**src/ctrl_pkg.sv**
```systemverilog
package ctrl_pkg;

    ////////////////////
    // Sizes
    ////////////////////

    localparam int REG_SIZE     = 5;  // Register identifier width
    localparam int WORD_SIZE    = 32; // Machine word and main memory address width
    localparam int FINISH_DELAY = 3;  // Latched finish to finish_test_o

    ////////////////////
    // Arbiter encodings
    ////////////////////

    typedef enum logic [1:0] {
        ARB_IDLE = 2'd0, // No refill in flight
        ARB_IC   = 2'd1, // Instruction cache owns the port
        ARB_DC   = 2'd2  // Data cache owns the port
    } arb_state_e;

    // Drives the address and data muxes in front of main memory
    typedef enum logic {
        MEM_OWNER_IC = 1'b0,
        MEM_OWNER_DC = 1'b1
    } mem_owner_e;

endpackage : ctrl_pkg

```
**src/hazard_detector.sv**
```systemverilog
`timescale 1ns/1ps

module hazard_detector (
    // ID instruction sources
    input  logic                         valid_id_i,
    input  logic [ctrl_pkg::REG_SIZE-1:0] src_a_id_i,
    input  logic [ctrl_pkg::REG_SIZE-1:0] src_b_id_i,
    input  logic                         rd_src_a_id_i,
    input  logic                         rd_src_b_id_i,

    // EX destination
    input  logic                         valid_ex_i,
    input  logic [ctrl_pkg::REG_SIZE-1:0] dst_ex_i,
    input  logic                         we_ex_i,

    // MEM destination
    input  logic                         valid_mem_i,
    input  logic [ctrl_pkg::REG_SIZE-1:0] dst_mem_i,
    input  logic                         we_mem_i,

    // WB destination
    input  logic                         valid_wb_i,
    input  logic [ctrl_pkg::REG_SIZE-1:0] dst_wb_i,
    input  logic                         we_wb_i,

    output logic                         data_hazard_o
);

    // Stage produces a register value somebody may still need
    logic wr_ex;
    logic wr_mem;
    logic wr_wb;

    logic dep_a_ex;
    logic dep_a_mem;
    logic dep_a_wb;
    logic dep_b_ex;
    logic dep_b_mem;
    logic dep_b_wb;

    assign wr_ex  = valid_ex_i && we_ex_i;
    assign wr_mem = valid_mem_i && we_mem_i;
    assign wr_wb  = valid_wb_i && we_wb_i;

    // No special case for x0
    assign dep_a_ex  = rd_src_a_id_i && wr_ex  && (src_a_id_i == dst_ex_i);
    assign dep_a_mem = rd_src_a_id_i && wr_mem && (src_a_id_i == dst_mem_i);
    assign dep_a_wb  = rd_src_a_id_i && wr_wb  && (src_a_id_i == dst_wb_i);

    assign dep_b_ex  = rd_src_b_id_i && wr_ex  && (src_b_id_i == dst_ex_i);
    assign dep_b_mem = rd_src_b_id_i && wr_mem && (src_b_id_i == dst_mem_i);
    assign dep_b_wb  = rd_src_b_id_i && wr_wb  && (src_b_id_i == dst_wb_i);

    assign data_hazard_o = valid_id_i && (dep_a_ex || dep_a_mem || dep_a_wb ||
                                          dep_b_ex || dep_b_mem || dep_b_wb);

endmodule : hazard_detector

```
**src/mem_arbiter.sv**
```systemverilog
`timescale 1ns/1ps

module mem_arbiter (
    input  logic                 clk_i,
    input  logic                 reset_i,

    input  logic                 ic_hit_i,
    input  logic                 dc_hit_i,
    input  logic                 valid_mem_i,
    input  logic                 mem_access_mem_i,
    input  logic                 mem_done_i,      // End of refill pulse

    output ctrl_pkg::mem_owner_e sel_mem_req_o,
    output logic                 mem_req_o
);

    ctrl_pkg::arb_state_e state_q;
    ctrl_pkg::arb_state_e state_d;

    logic ic_miss;
    logic dc_miss;

    assign ic_miss = !ic_hit_i;
    assign dc_miss = valid_mem_i && mem_access_mem_i && !dc_hit_i;

    ////////////////////
    // Grant FSM
    ////////////////////

    always_comb begin
        state_d       = state_q;
        sel_mem_req_o = ctrl_pkg::MEM_OWNER_IC; // Default mux setting
        mem_req_o     = 1'b0;

        unique case (state_q)
            ctrl_pkg::ARB_IDLE: begin
                // Grant starts right away with IC first
                if (ic_miss) begin
                    mem_req_o = 1'b1;
                    state_d   = ctrl_pkg::ARB_IC;
                end else if (dc_miss) begin
                    sel_mem_req_o = ctrl_pkg::MEM_OWNER_DC;
                    mem_req_o     = 1'b1;
                    state_d       = ctrl_pkg::ARB_DC;
                end
            end
            ctrl_pkg::ARB_IC: begin
                mem_req_o = 1'b1;
                if (mem_done_i) state_d = ctrl_pkg::ARB_IDLE;
            end
            ctrl_pkg::ARB_DC: begin
                sel_mem_req_o = ctrl_pkg::MEM_OWNER_DC;
                mem_req_o     = 1'b1;
                if (mem_done_i) state_d = ctrl_pkg::ARB_IDLE;
            end
            default: begin
                state_d = ctrl_pkg::ARB_IDLE;
            end
        endcase
    end

    // Holds the grant since the caches drop the request once served
    always_ff @(posedge clk_i) begin
        if (reset_i) begin
            state_q <= ctrl_pkg::ARB_IDLE;
        end else begin
            state_q <= state_d;
        end
    end

endmodule : mem_arbiter

```
**src/pipeline_control.sv**
```systemverilog
`timescale 1ns/1ps

module pipeline_control (
    input  logic                         clk_i,
    input  logic                         reset_i,

    input  logic                         finish_test_i,

    // IF
    input  logic                         ic_hit_i,

    // ID instruction
    input  logic                         valid_id_i,
    input  logic [ctrl_pkg::REG_SIZE-1:0] src_a_id_i,
    input  logic [ctrl_pkg::REG_SIZE-1:0] src_b_id_i,
    input  logic                         rd_src_a_id_i,
    input  logic                         rd_src_b_id_i,
    input  logic [ctrl_pkg::REG_SIZE-1:0] dst_id_i,
    input  logic                         we_id_i,
    input  logic                         mem_access_id_i,

    // EX
    input  logic                         tkbr_i,

    // MEM
    input  logic                         dc_hit_i,
    input  logic                         store_buffer_draining_i,

    // Main memory
    input  logic                         mem_done_i,

    output logic                         block_if_o,
    output logic                         block_id_o,
    output logic                         block_ex_o,
    output logic                         block_mem_o,
    output logic                         inject_nops_id_o,
    output logic                         inject_nops_ex_o,
    output logic                         inject_nops_wb_o,
    output logic                         blocked_1cycle_ago_if_o,
    output logic                         blocked_1cycle_ago_mem_o,
    output logic                         tkbr_o,
    output logic                         finish_test_o,
    output ctrl_pkg::mem_owner_e         sel_mem_req_o,
    output logic                         mem_req_o,

    // Tracked stage occupancy
    output logic                         valid_ex_o,
    output logic                         valid_mem_o,
    output logic                         valid_wb_o
);

    logic [ctrl_pkg::REG_SIZE-1:0] dst_ex;
    logic [ctrl_pkg::REG_SIZE-1:0] dst_mem;
    logic [ctrl_pkg::REG_SIZE-1:0] dst_wb;
    logic                         we_ex;
    logic                         we_mem;
    logic                         we_wb;
    logic                         mem_access_mem;
    logic                         data_hazard;

    stage_tracker u_stage_tracker (
        .clk_i, .reset_i,
        .valid_id_i, .dst_id_i, .we_id_i, .mem_access_id_i,
        .block_mem_i      (block_mem_o),
        .inject_nops_ex_i (inject_nops_ex_o),
        .valid_ex_o,  .dst_ex_o (dst_ex),  .we_ex_o (we_ex),
        .valid_mem_o, .dst_mem_o (dst_mem), .we_mem_o (we_mem),
        .mem_access_mem_o (mem_access_mem),
        .valid_wb_o,  .dst_wb_o (dst_wb),  .we_wb_o (we_wb)
    );

    hazard_detector u_hazard_detector (
        .valid_id_i, .src_a_id_i, .src_b_id_i, .rd_src_a_id_i, .rd_src_b_id_i,
        .valid_ex_i  (valid_ex_o),  .dst_ex_i  (dst_ex),  .we_ex_i  (we_ex),
        .valid_mem_i (valid_mem_o), .dst_mem_i (dst_mem), .we_mem_i (we_mem),
        .valid_wb_i  (valid_wb_o),  .dst_wb_i  (dst_wb),  .we_wb_i  (we_wb),
        .data_hazard_o (data_hazard)
    );

    stall_unit u_stall_unit (
        .clk_i, .reset_i,
        .data_hazard_i    (data_hazard),
        .tkbr_i, .ic_hit_i, .dc_hit_i,
        .valid_mem_i      (valid_mem_o),
        .mem_access_mem_i (mem_access_mem),
        .store_buffer_draining_i, .finish_test_i,
        .block_if_o, .block_id_o, .block_ex_o, .block_mem_o,
        .inject_nops_id_o, .inject_nops_ex_o, .inject_nops_wb_o,
        .blocked_1cycle_ago_if_o, .blocked_1cycle_ago_mem_o,
        .tkbr_o, .finish_test_o
    );

    mem_arbiter u_mem_arbiter (
        .clk_i, .reset_i,
        .ic_hit_i, .dc_hit_i,
        .valid_mem_i      (valid_mem_o),
        .mem_access_mem_i (mem_access_mem),
        .mem_done_i,
        .sel_mem_req_o, .mem_req_o
    );

endmodule : pipeline_control

```
**src/stage_tracker.sv**
```systemverilog
`timescale 1ns/1ps

module stage_tracker (
    input  logic                         clk_i,
    input  logic                         reset_i,

    // Instruction leaving ID
    input  logic                         valid_id_i,
    input  logic [ctrl_pkg::REG_SIZE-1:0] dst_id_i,
    input  logic                         we_id_i,
    input  logic                         mem_access_id_i,

    // Stall controls
    input  logic                         block_mem_i,
    input  logic                         inject_nops_ex_i,

    // EX stage
    output logic                         valid_ex_o,
    output logic [ctrl_pkg::REG_SIZE-1:0] dst_ex_o,
    output logic                         we_ex_o,

    // MEM stage
    output logic                         valid_mem_o,
    output logic [ctrl_pkg::REG_SIZE-1:0] dst_mem_o,
    output logic                         we_mem_o,
    output logic                         mem_access_mem_o,

    // WB stage
    output logic                         valid_wb_o,
    output logic [ctrl_pkg::REG_SIZE-1:0] dst_wb_o,
    output logic                         we_wb_o
);

    logic mem_access_ex; // Only needed to hand over to MEM

    ////////////////////
    // Valid bits
    ////////////////////

    always_ff @(posedge clk_i) begin
        if (reset_i) begin
            valid_ex_o  <= 1'b0;
            valid_mem_o <= 1'b0;
            valid_wb_o  <= 1'b0;
        end else if (block_mem_i) begin
            valid_wb_o <= 1'b0; // EX and MEM hold while WB drains
        end else begin
            valid_wb_o  <= valid_mem_o;
            valid_mem_o <= valid_ex_o;
            valid_ex_o  <= valid_id_i && !inject_nops_ex_i; // Bubble on kill or hazard
        end
    end

    ////////////////////
    // Payload
    ////////////////////

    // A bubble only clears the valid bit so the fields just follow
    always_ff @(posedge clk_i) begin
        if (!block_mem_i) begin
            dst_wb_o         <= dst_mem_o;
            we_wb_o          <= we_mem_o;

            dst_mem_o        <= dst_ex_o;
            we_mem_o         <= we_ex_o;
            mem_access_mem_o <= mem_access_ex;

            dst_ex_o         <= dst_id_i;
            we_ex_o          <= we_id_i;
            mem_access_ex    <= mem_access_id_i;
        end
    end

endmodule : stage_tracker

```
**src/stall_unit.sv**
```systemverilog
`timescale 1ns/1ps

module stall_unit (
    input  logic clk_i,
    input  logic reset_i,

    // Causes
    input  logic data_hazard_i,
    input  logic tkbr_i,
    input  logic ic_hit_i,
    input  logic dc_hit_i,
    input  logic valid_mem_i,
    input  logic mem_access_mem_i,
    input  logic store_buffer_draining_i,
    input  logic finish_test_i,

    // Per-stage control
    output logic block_if_o,
    output logic block_id_o,
    output logic block_ex_o,
    output logic block_mem_o,
    output logic inject_nops_id_o,
    output logic inject_nops_ex_o,
    output logic inject_nops_wb_o,
    output logic blocked_1cycle_ago_if_o,
    output logic blocked_1cycle_ago_mem_o,

    output logic tkbr_o,
    output logic finish_test_o
);

    logic ic_miss;
    logic dc_miss;
    logic mem_stall;

    logic                            finish_latched;
    logic [ctrl_pkg::FINISH_DELAY-1:0] finish_chain;

    assign ic_miss = !ic_hit_i;
    assign dc_miss = valid_mem_i && mem_access_mem_i && !dc_hit_i;

    ////////////////////
    // MEM stage
    ////////////////////

    assign mem_stall        = dc_miss || store_buffer_draining_i;
    assign block_mem_o      = mem_stall;
    assign inject_nops_wb_o = mem_stall; // Nothing valid leaves MEM

    ////////////////////
    // EX and ID stages
    ////////////////////

    assign block_ex_o = block_mem_o;

    // Hazard holds ID and bubbles EX
    // A taken branch bubbles EX while ID moves on and the wrong path is dropped
    assign block_id_o       = block_ex_o || data_hazard_i;
    assign inject_nops_ex_o = data_hazard_i || tkbr_i;
    assign tkbr_o           = tkbr_i;

    ////////////////////
    // IF stage
    ////////////////////

    assign block_if_o = block_id_o || ic_miss || finish_latched;

    // On a miss ID gets a bubble unless it is held anyway
    assign inject_nops_id_o = (ic_miss && !block_id_o) || finish_latched;

    ////////////////////
    // Delayed block flags
    ////////////////////

    always_ff @(posedge clk_i) begin
        if (reset_i) begin
            blocked_1cycle_ago_if_o  <= 1'b0;
            blocked_1cycle_ago_mem_o <= 1'b0;
        end else begin
            blocked_1cycle_ago_if_o  <= block_if_o;
            blocked_1cycle_ago_mem_o <= block_mem_o;
        end
    end

    ////////////////////
    // End of test
    ////////////////////

    // Sticky request that freezes fetch
    always_ff @(posedge clk_i) begin
        if (reset_i) begin
            finish_latched <= 1'b0;
        end else begin
            finish_latched <= finish_latched || finish_test_i;
        end
    end

    // Gives the pipeline time to drain before completion is reported
    always_ff @(posedge clk_i) begin
        if (reset_i) begin
            finish_chain <= '0;
        end else begin
            finish_chain <= {finish_chain[ctrl_pkg::FINISH_DELAY-2:0], finish_latched};
        end
    end

    assign finish_test_o = finish_chain[ctrl_pkg::FINISH_DELAY-1];

endmodule : stall_unit
```
**config.mk**
```make
export PLATFORM = sky130hd
export DESIGN_NAME = pipeline_control
export DESIGN_NICKNAME = d
export VERILOG_FILES = /design/src/ctrl_pkg.sv /design/src/hazard_detector.sv /design/src/mem_arbiter.sv /design/src/pipeline_control.sv /design/src/stage_tracker.sv /design/src/stall_unit.sv
export SDC_FILE = /design/constraint.sdc
export NUM_CORES = 1
export LEC_CHECK = 0
export ABC_AREA = 0
export BUFFER_PORTS_ARGS = -buffer_cell sky130_fd_sc_hd__buf_2
export CAP_MARGIN = 25
export CELL_PAD_IN_SITES_DETAIL_PLACEMENT = 0
export CELL_PAD_IN_SITES_GLOBAL_PLACEMENT = 1
export CORE_MARGIN = 10
export CORE_UTILIZATION = 44
export CTS_BUF_LIST = sky130_fd_sc_hd__clkbuf_4 sky130_fd_sc_hd__clkbuf_8
export DETAILED_ROUTE_END_ITERATION = 6
export PLACE_DENSITY_LB_ADDON = 0.1
export SLEW_MARGIN = 20
export SYNTH_ARGS = -nofsm -noshare
export SYNTH_HDL_FRONTEND = slang
export SYNTH_SLANG_ARGS = --single-unit
```
**constraint.sdc**
```tcl
create_clock -name clk_i -period 4.05 [get_ports clk_i]
set_input_delay 0.2025 -clock clk_i [delete_from_list [all_inputs] [get_ports clk_i]]
set_output_delay 0.2025 -clock clk_i [all_outputs]
set_load 0.005 [all_outputs]
```
==> impl_metrics.ini <==
[timing]
setup_slack_ns = 1.662
tns_ns = 0
fmax_mhz = 418.7
final.period_utilization_pct = 58.97
final.setup_skew_ns = 0.006689
hold_viol = 0
slew_viol_final = 0
hold_ws_ns = 0.04054
slew_headroom_pct = 54.49
setup_viol = 0
fin_crit_ns = 2.388
worst_slew_pin_slew_ns = 0.6810
rsz0062_at_grt = false

[floorplan]
die-area_mm2 = 0.006213
ioPinCount = 44
core_mm2 = 0.003337
placementRows = 21
die_h_um = 78.83
start_util_pct = 45.63
die_width_um = 78.83

[grt]
grt_pass1_vias = 1200
track_usage_pct = 11.09
grt_pass1_wl_mm = 5.561
grt_max_degree = 27
antenna_found_initial = 0
grt-ovfl-total = 0

[clock_tree]
post_cts_resized = 0
holdBufCountCts = 0
post_cts_buffers = 0
cts.htree.levels = 2
cts_made_buffers = 5
root_buffer = clkbuf_4
cts_tree = yes
worstSkewPairLatency_ns = 0.33
clkSinkCount = 31
clk_pin_slew_ns = 0.10
clk_path_buf_depth = 2

[setup_path]
arrival_ns = 2.19
crit_fanout = 26
slowest_delay_ns = 0.53
endpoint_kind = output port
crit_path_top_delay_cell = nor2_4
cp-start-kind = flop
crit_type = reg2out
cp_cell_sequence = nand2_1, nor2_1, nor2_4, inv_2, nor4_1, o21ba_1, buf_2
worstPathRequired_ns = 3.85

[routing]
vias = 1107
dr.pass1.iters = 4
drt_wl_total_mm = 3.311
ant_nets = 0
viasPerCell = 4.942
drc = 0
wl_per_cell_um = 14.78
drt_iter0_drc = 45

[power]
p_total_mw = 0.6354
powerDensity_mw_per_mm2 = 350.0
ir_drop_mv = 0.1861
p_leak_nw = 0.6877

[synthesis]
avgSynthCellArea_um2 = 11.54
syn_area_mm2 = 0.001523
yosysWarnings = 0
ys_ff_latch = 31
synth_cell_types = 32
ys_seq_area_share_pct = 53.90
synth_fp_nets = 163
netlist_instances = 132

[placed_design]
post-dp-hpwl_mm = 2.620
place_ws_ns = 1.989
routabilityCongestion = 0.7592
portBuffers = 43

[final_layout]
synthToLayoutAreaGrowth_pct = 19.23
nNetsFinal = 208
drive_gt1_share_pct = 29.78
n_antenna_cell = 0

[outcome]
status = finished clean

[job]
maxCapViolations = 0

[hold_path]
hold_class = in2reg
==> per-stage QoR <==
stage / instances / area [µm²] / util [%]
CTS: 224 / 1815 / 54.41
finish: 224 / 1815 / 54.41
global route: 224 / 1815 / 54.41
detailed placement: 216 / 1758 / 52.68
floorplan: 132 / 1523 / -
global placement: 216 / 1758 / 52.68
==> metal layers <==
layer	vias up	GRT usage (%)	wire [µm]
met5	-	0	0
met4	0	3.763	34
met3	5	5.405	288
met2	37	16.04	1341
met1	505	14.06	1646
li1	560	-	-
==> state kept, by name, summed over array words and instances, names as in the netlist, 2 cells and up <==
signal and flops:
u_stage_tracker.dst_ex_o 5, u_stall_unit.finish_chain 3, u_stage_tracker.dst_mem_o 5, u_mem_arbiter.state_q 2
u_stage_tracker.dst_wb_o 5
==> critical path: cells and delay by family, from the launching register on <==
family,cells,cell delay (ns)
simple gates,4,0.94
flops,1,0.40
buf+inv,2,0.32
compound gates,1,0.19
==> cells in the mapped netlist <==
cell	n	area [µm²]
nor2_4	1	11.26
o21bai_1	1	7.510
inv_2	1	3.750
o21ai_1	2	10.01
nor4b_1	1	8.760
a211oi_1	1	7.510
ha_1	3	37.54
inv_1	3	11.26
o21ba_1	1	10.01
edfxtp_1	20	600.6
nor3b_1	1	7.510
a21oi_1	3	15.01
nor4_1	1	6.260
nor3_1	1	5.000
nor2b_1	3	18.77
nand2_1	9	33.78
buf_4	3	22.52
o22ai_1	2	12.51
nand4b_1	1	8.760
clkbuf_1	1	3.750
nand3_1	1	5.000
nor2_1	8	30.03
nand4_1	12	75.07
nand3b_1	2	15.01
xnor2_1	30	262.8
buf_6	1	11.26
o21a_1	1	7.510
a32oi_1	1	8.760
nand2b_1	2	12.51
or2_1	1	6.260
dfxtp_1	11	220.2
o22a_1	3	26.28
==> path summary, 6_finish.rpt <==
path / from / end / slack, ns / depth (start not counted)
worst max-delay path: u_stage_tracker.mem_access_mem_o$_DFFE_PN_ / block_if_o / 1.66 / 7
worst min-delay path: dst_id_i[0] / u_stage_tracker.dst_ex_o[0]$_DFFE_PN_ / 0.04 / 1
worst max register to register: u_stage_tracker.mem_access_mem_o$_DFFE_PN_ / u_stall_unit.blocked_1cycle_ago_if_o$_SDFF_PP0_ / 2.23 / 7
worst min register to register: u_stage_tracker.mem_access_ex$_DFFE_PN_ / u_stage_tracker.mem_access_mem_o$_DFFE_PN_ / 0.44 / 0
==> kinds of logic after synthesis <==
family / share of synthesized area [%]
DFF: 53.90
xor gates and xnor gates: 17.26
AOI/OAI and AO/OA: 6.903
adders and majority gates: 2.465
and+or+nand+nor: 16.02
buffers and inverters: 3.450
==> power by group <==
group / internal [mW] / switching, mW / leakage, nW
clock network: 0.0662 / 0.113 / 0.0272
logic: 0.0452 / 0.0435 / 0.375
registers: 0.355 / 0.0130 / 0.286
total: 0.466 / 0.169 / 0.688
==> layout make-up <==
| class | count | area [µm²] |
|---|---|---|
| clock buffer | 5 | 37.54 |
| clock inverter | 3 | 20.02 |
| fill | 326 | 1521 |
| inverter | 4 | 15.01 |
| multi-input combinational | 92 | 649.4 |
| sequential | 31 | 820.8 |
| tap | 46 | 57.56 |
| timing repair buffer | 43 | 215.2 |
==> cells in the final DEF, fill, tap and decap left out <==
cell / count
buf_2: 43
xnor2_1: 30
edfxtp_1: 20
nand4_1: 12
dfxtp_1: 11
nand2_1: 9
nor2_1: 8
clkbuf_4: 5
inv_1: 3
o22a_1: 3
a21oi_1: 3
nor2b_1: 3
ha_1: 3
nand3b_1: 2
o22ai_1: 2
nand2b_1: 2
o21ai_1: 2
clkinvlp_4: 2
o21bai_1: 1
nor2_4: 1
inv_2: 1
or2_1: 1
nand3_1: 1
nor3_1: 1
nand4b_1: 1
nor4_1: 1
o21ba_1: 1
a32oi_1: 1
nor3b_1: 1
nor4b_1: 1
o21a_1: 1
a211oi_1: 1
clkinv_2: 1
Power figures use the tool's default switching activity.
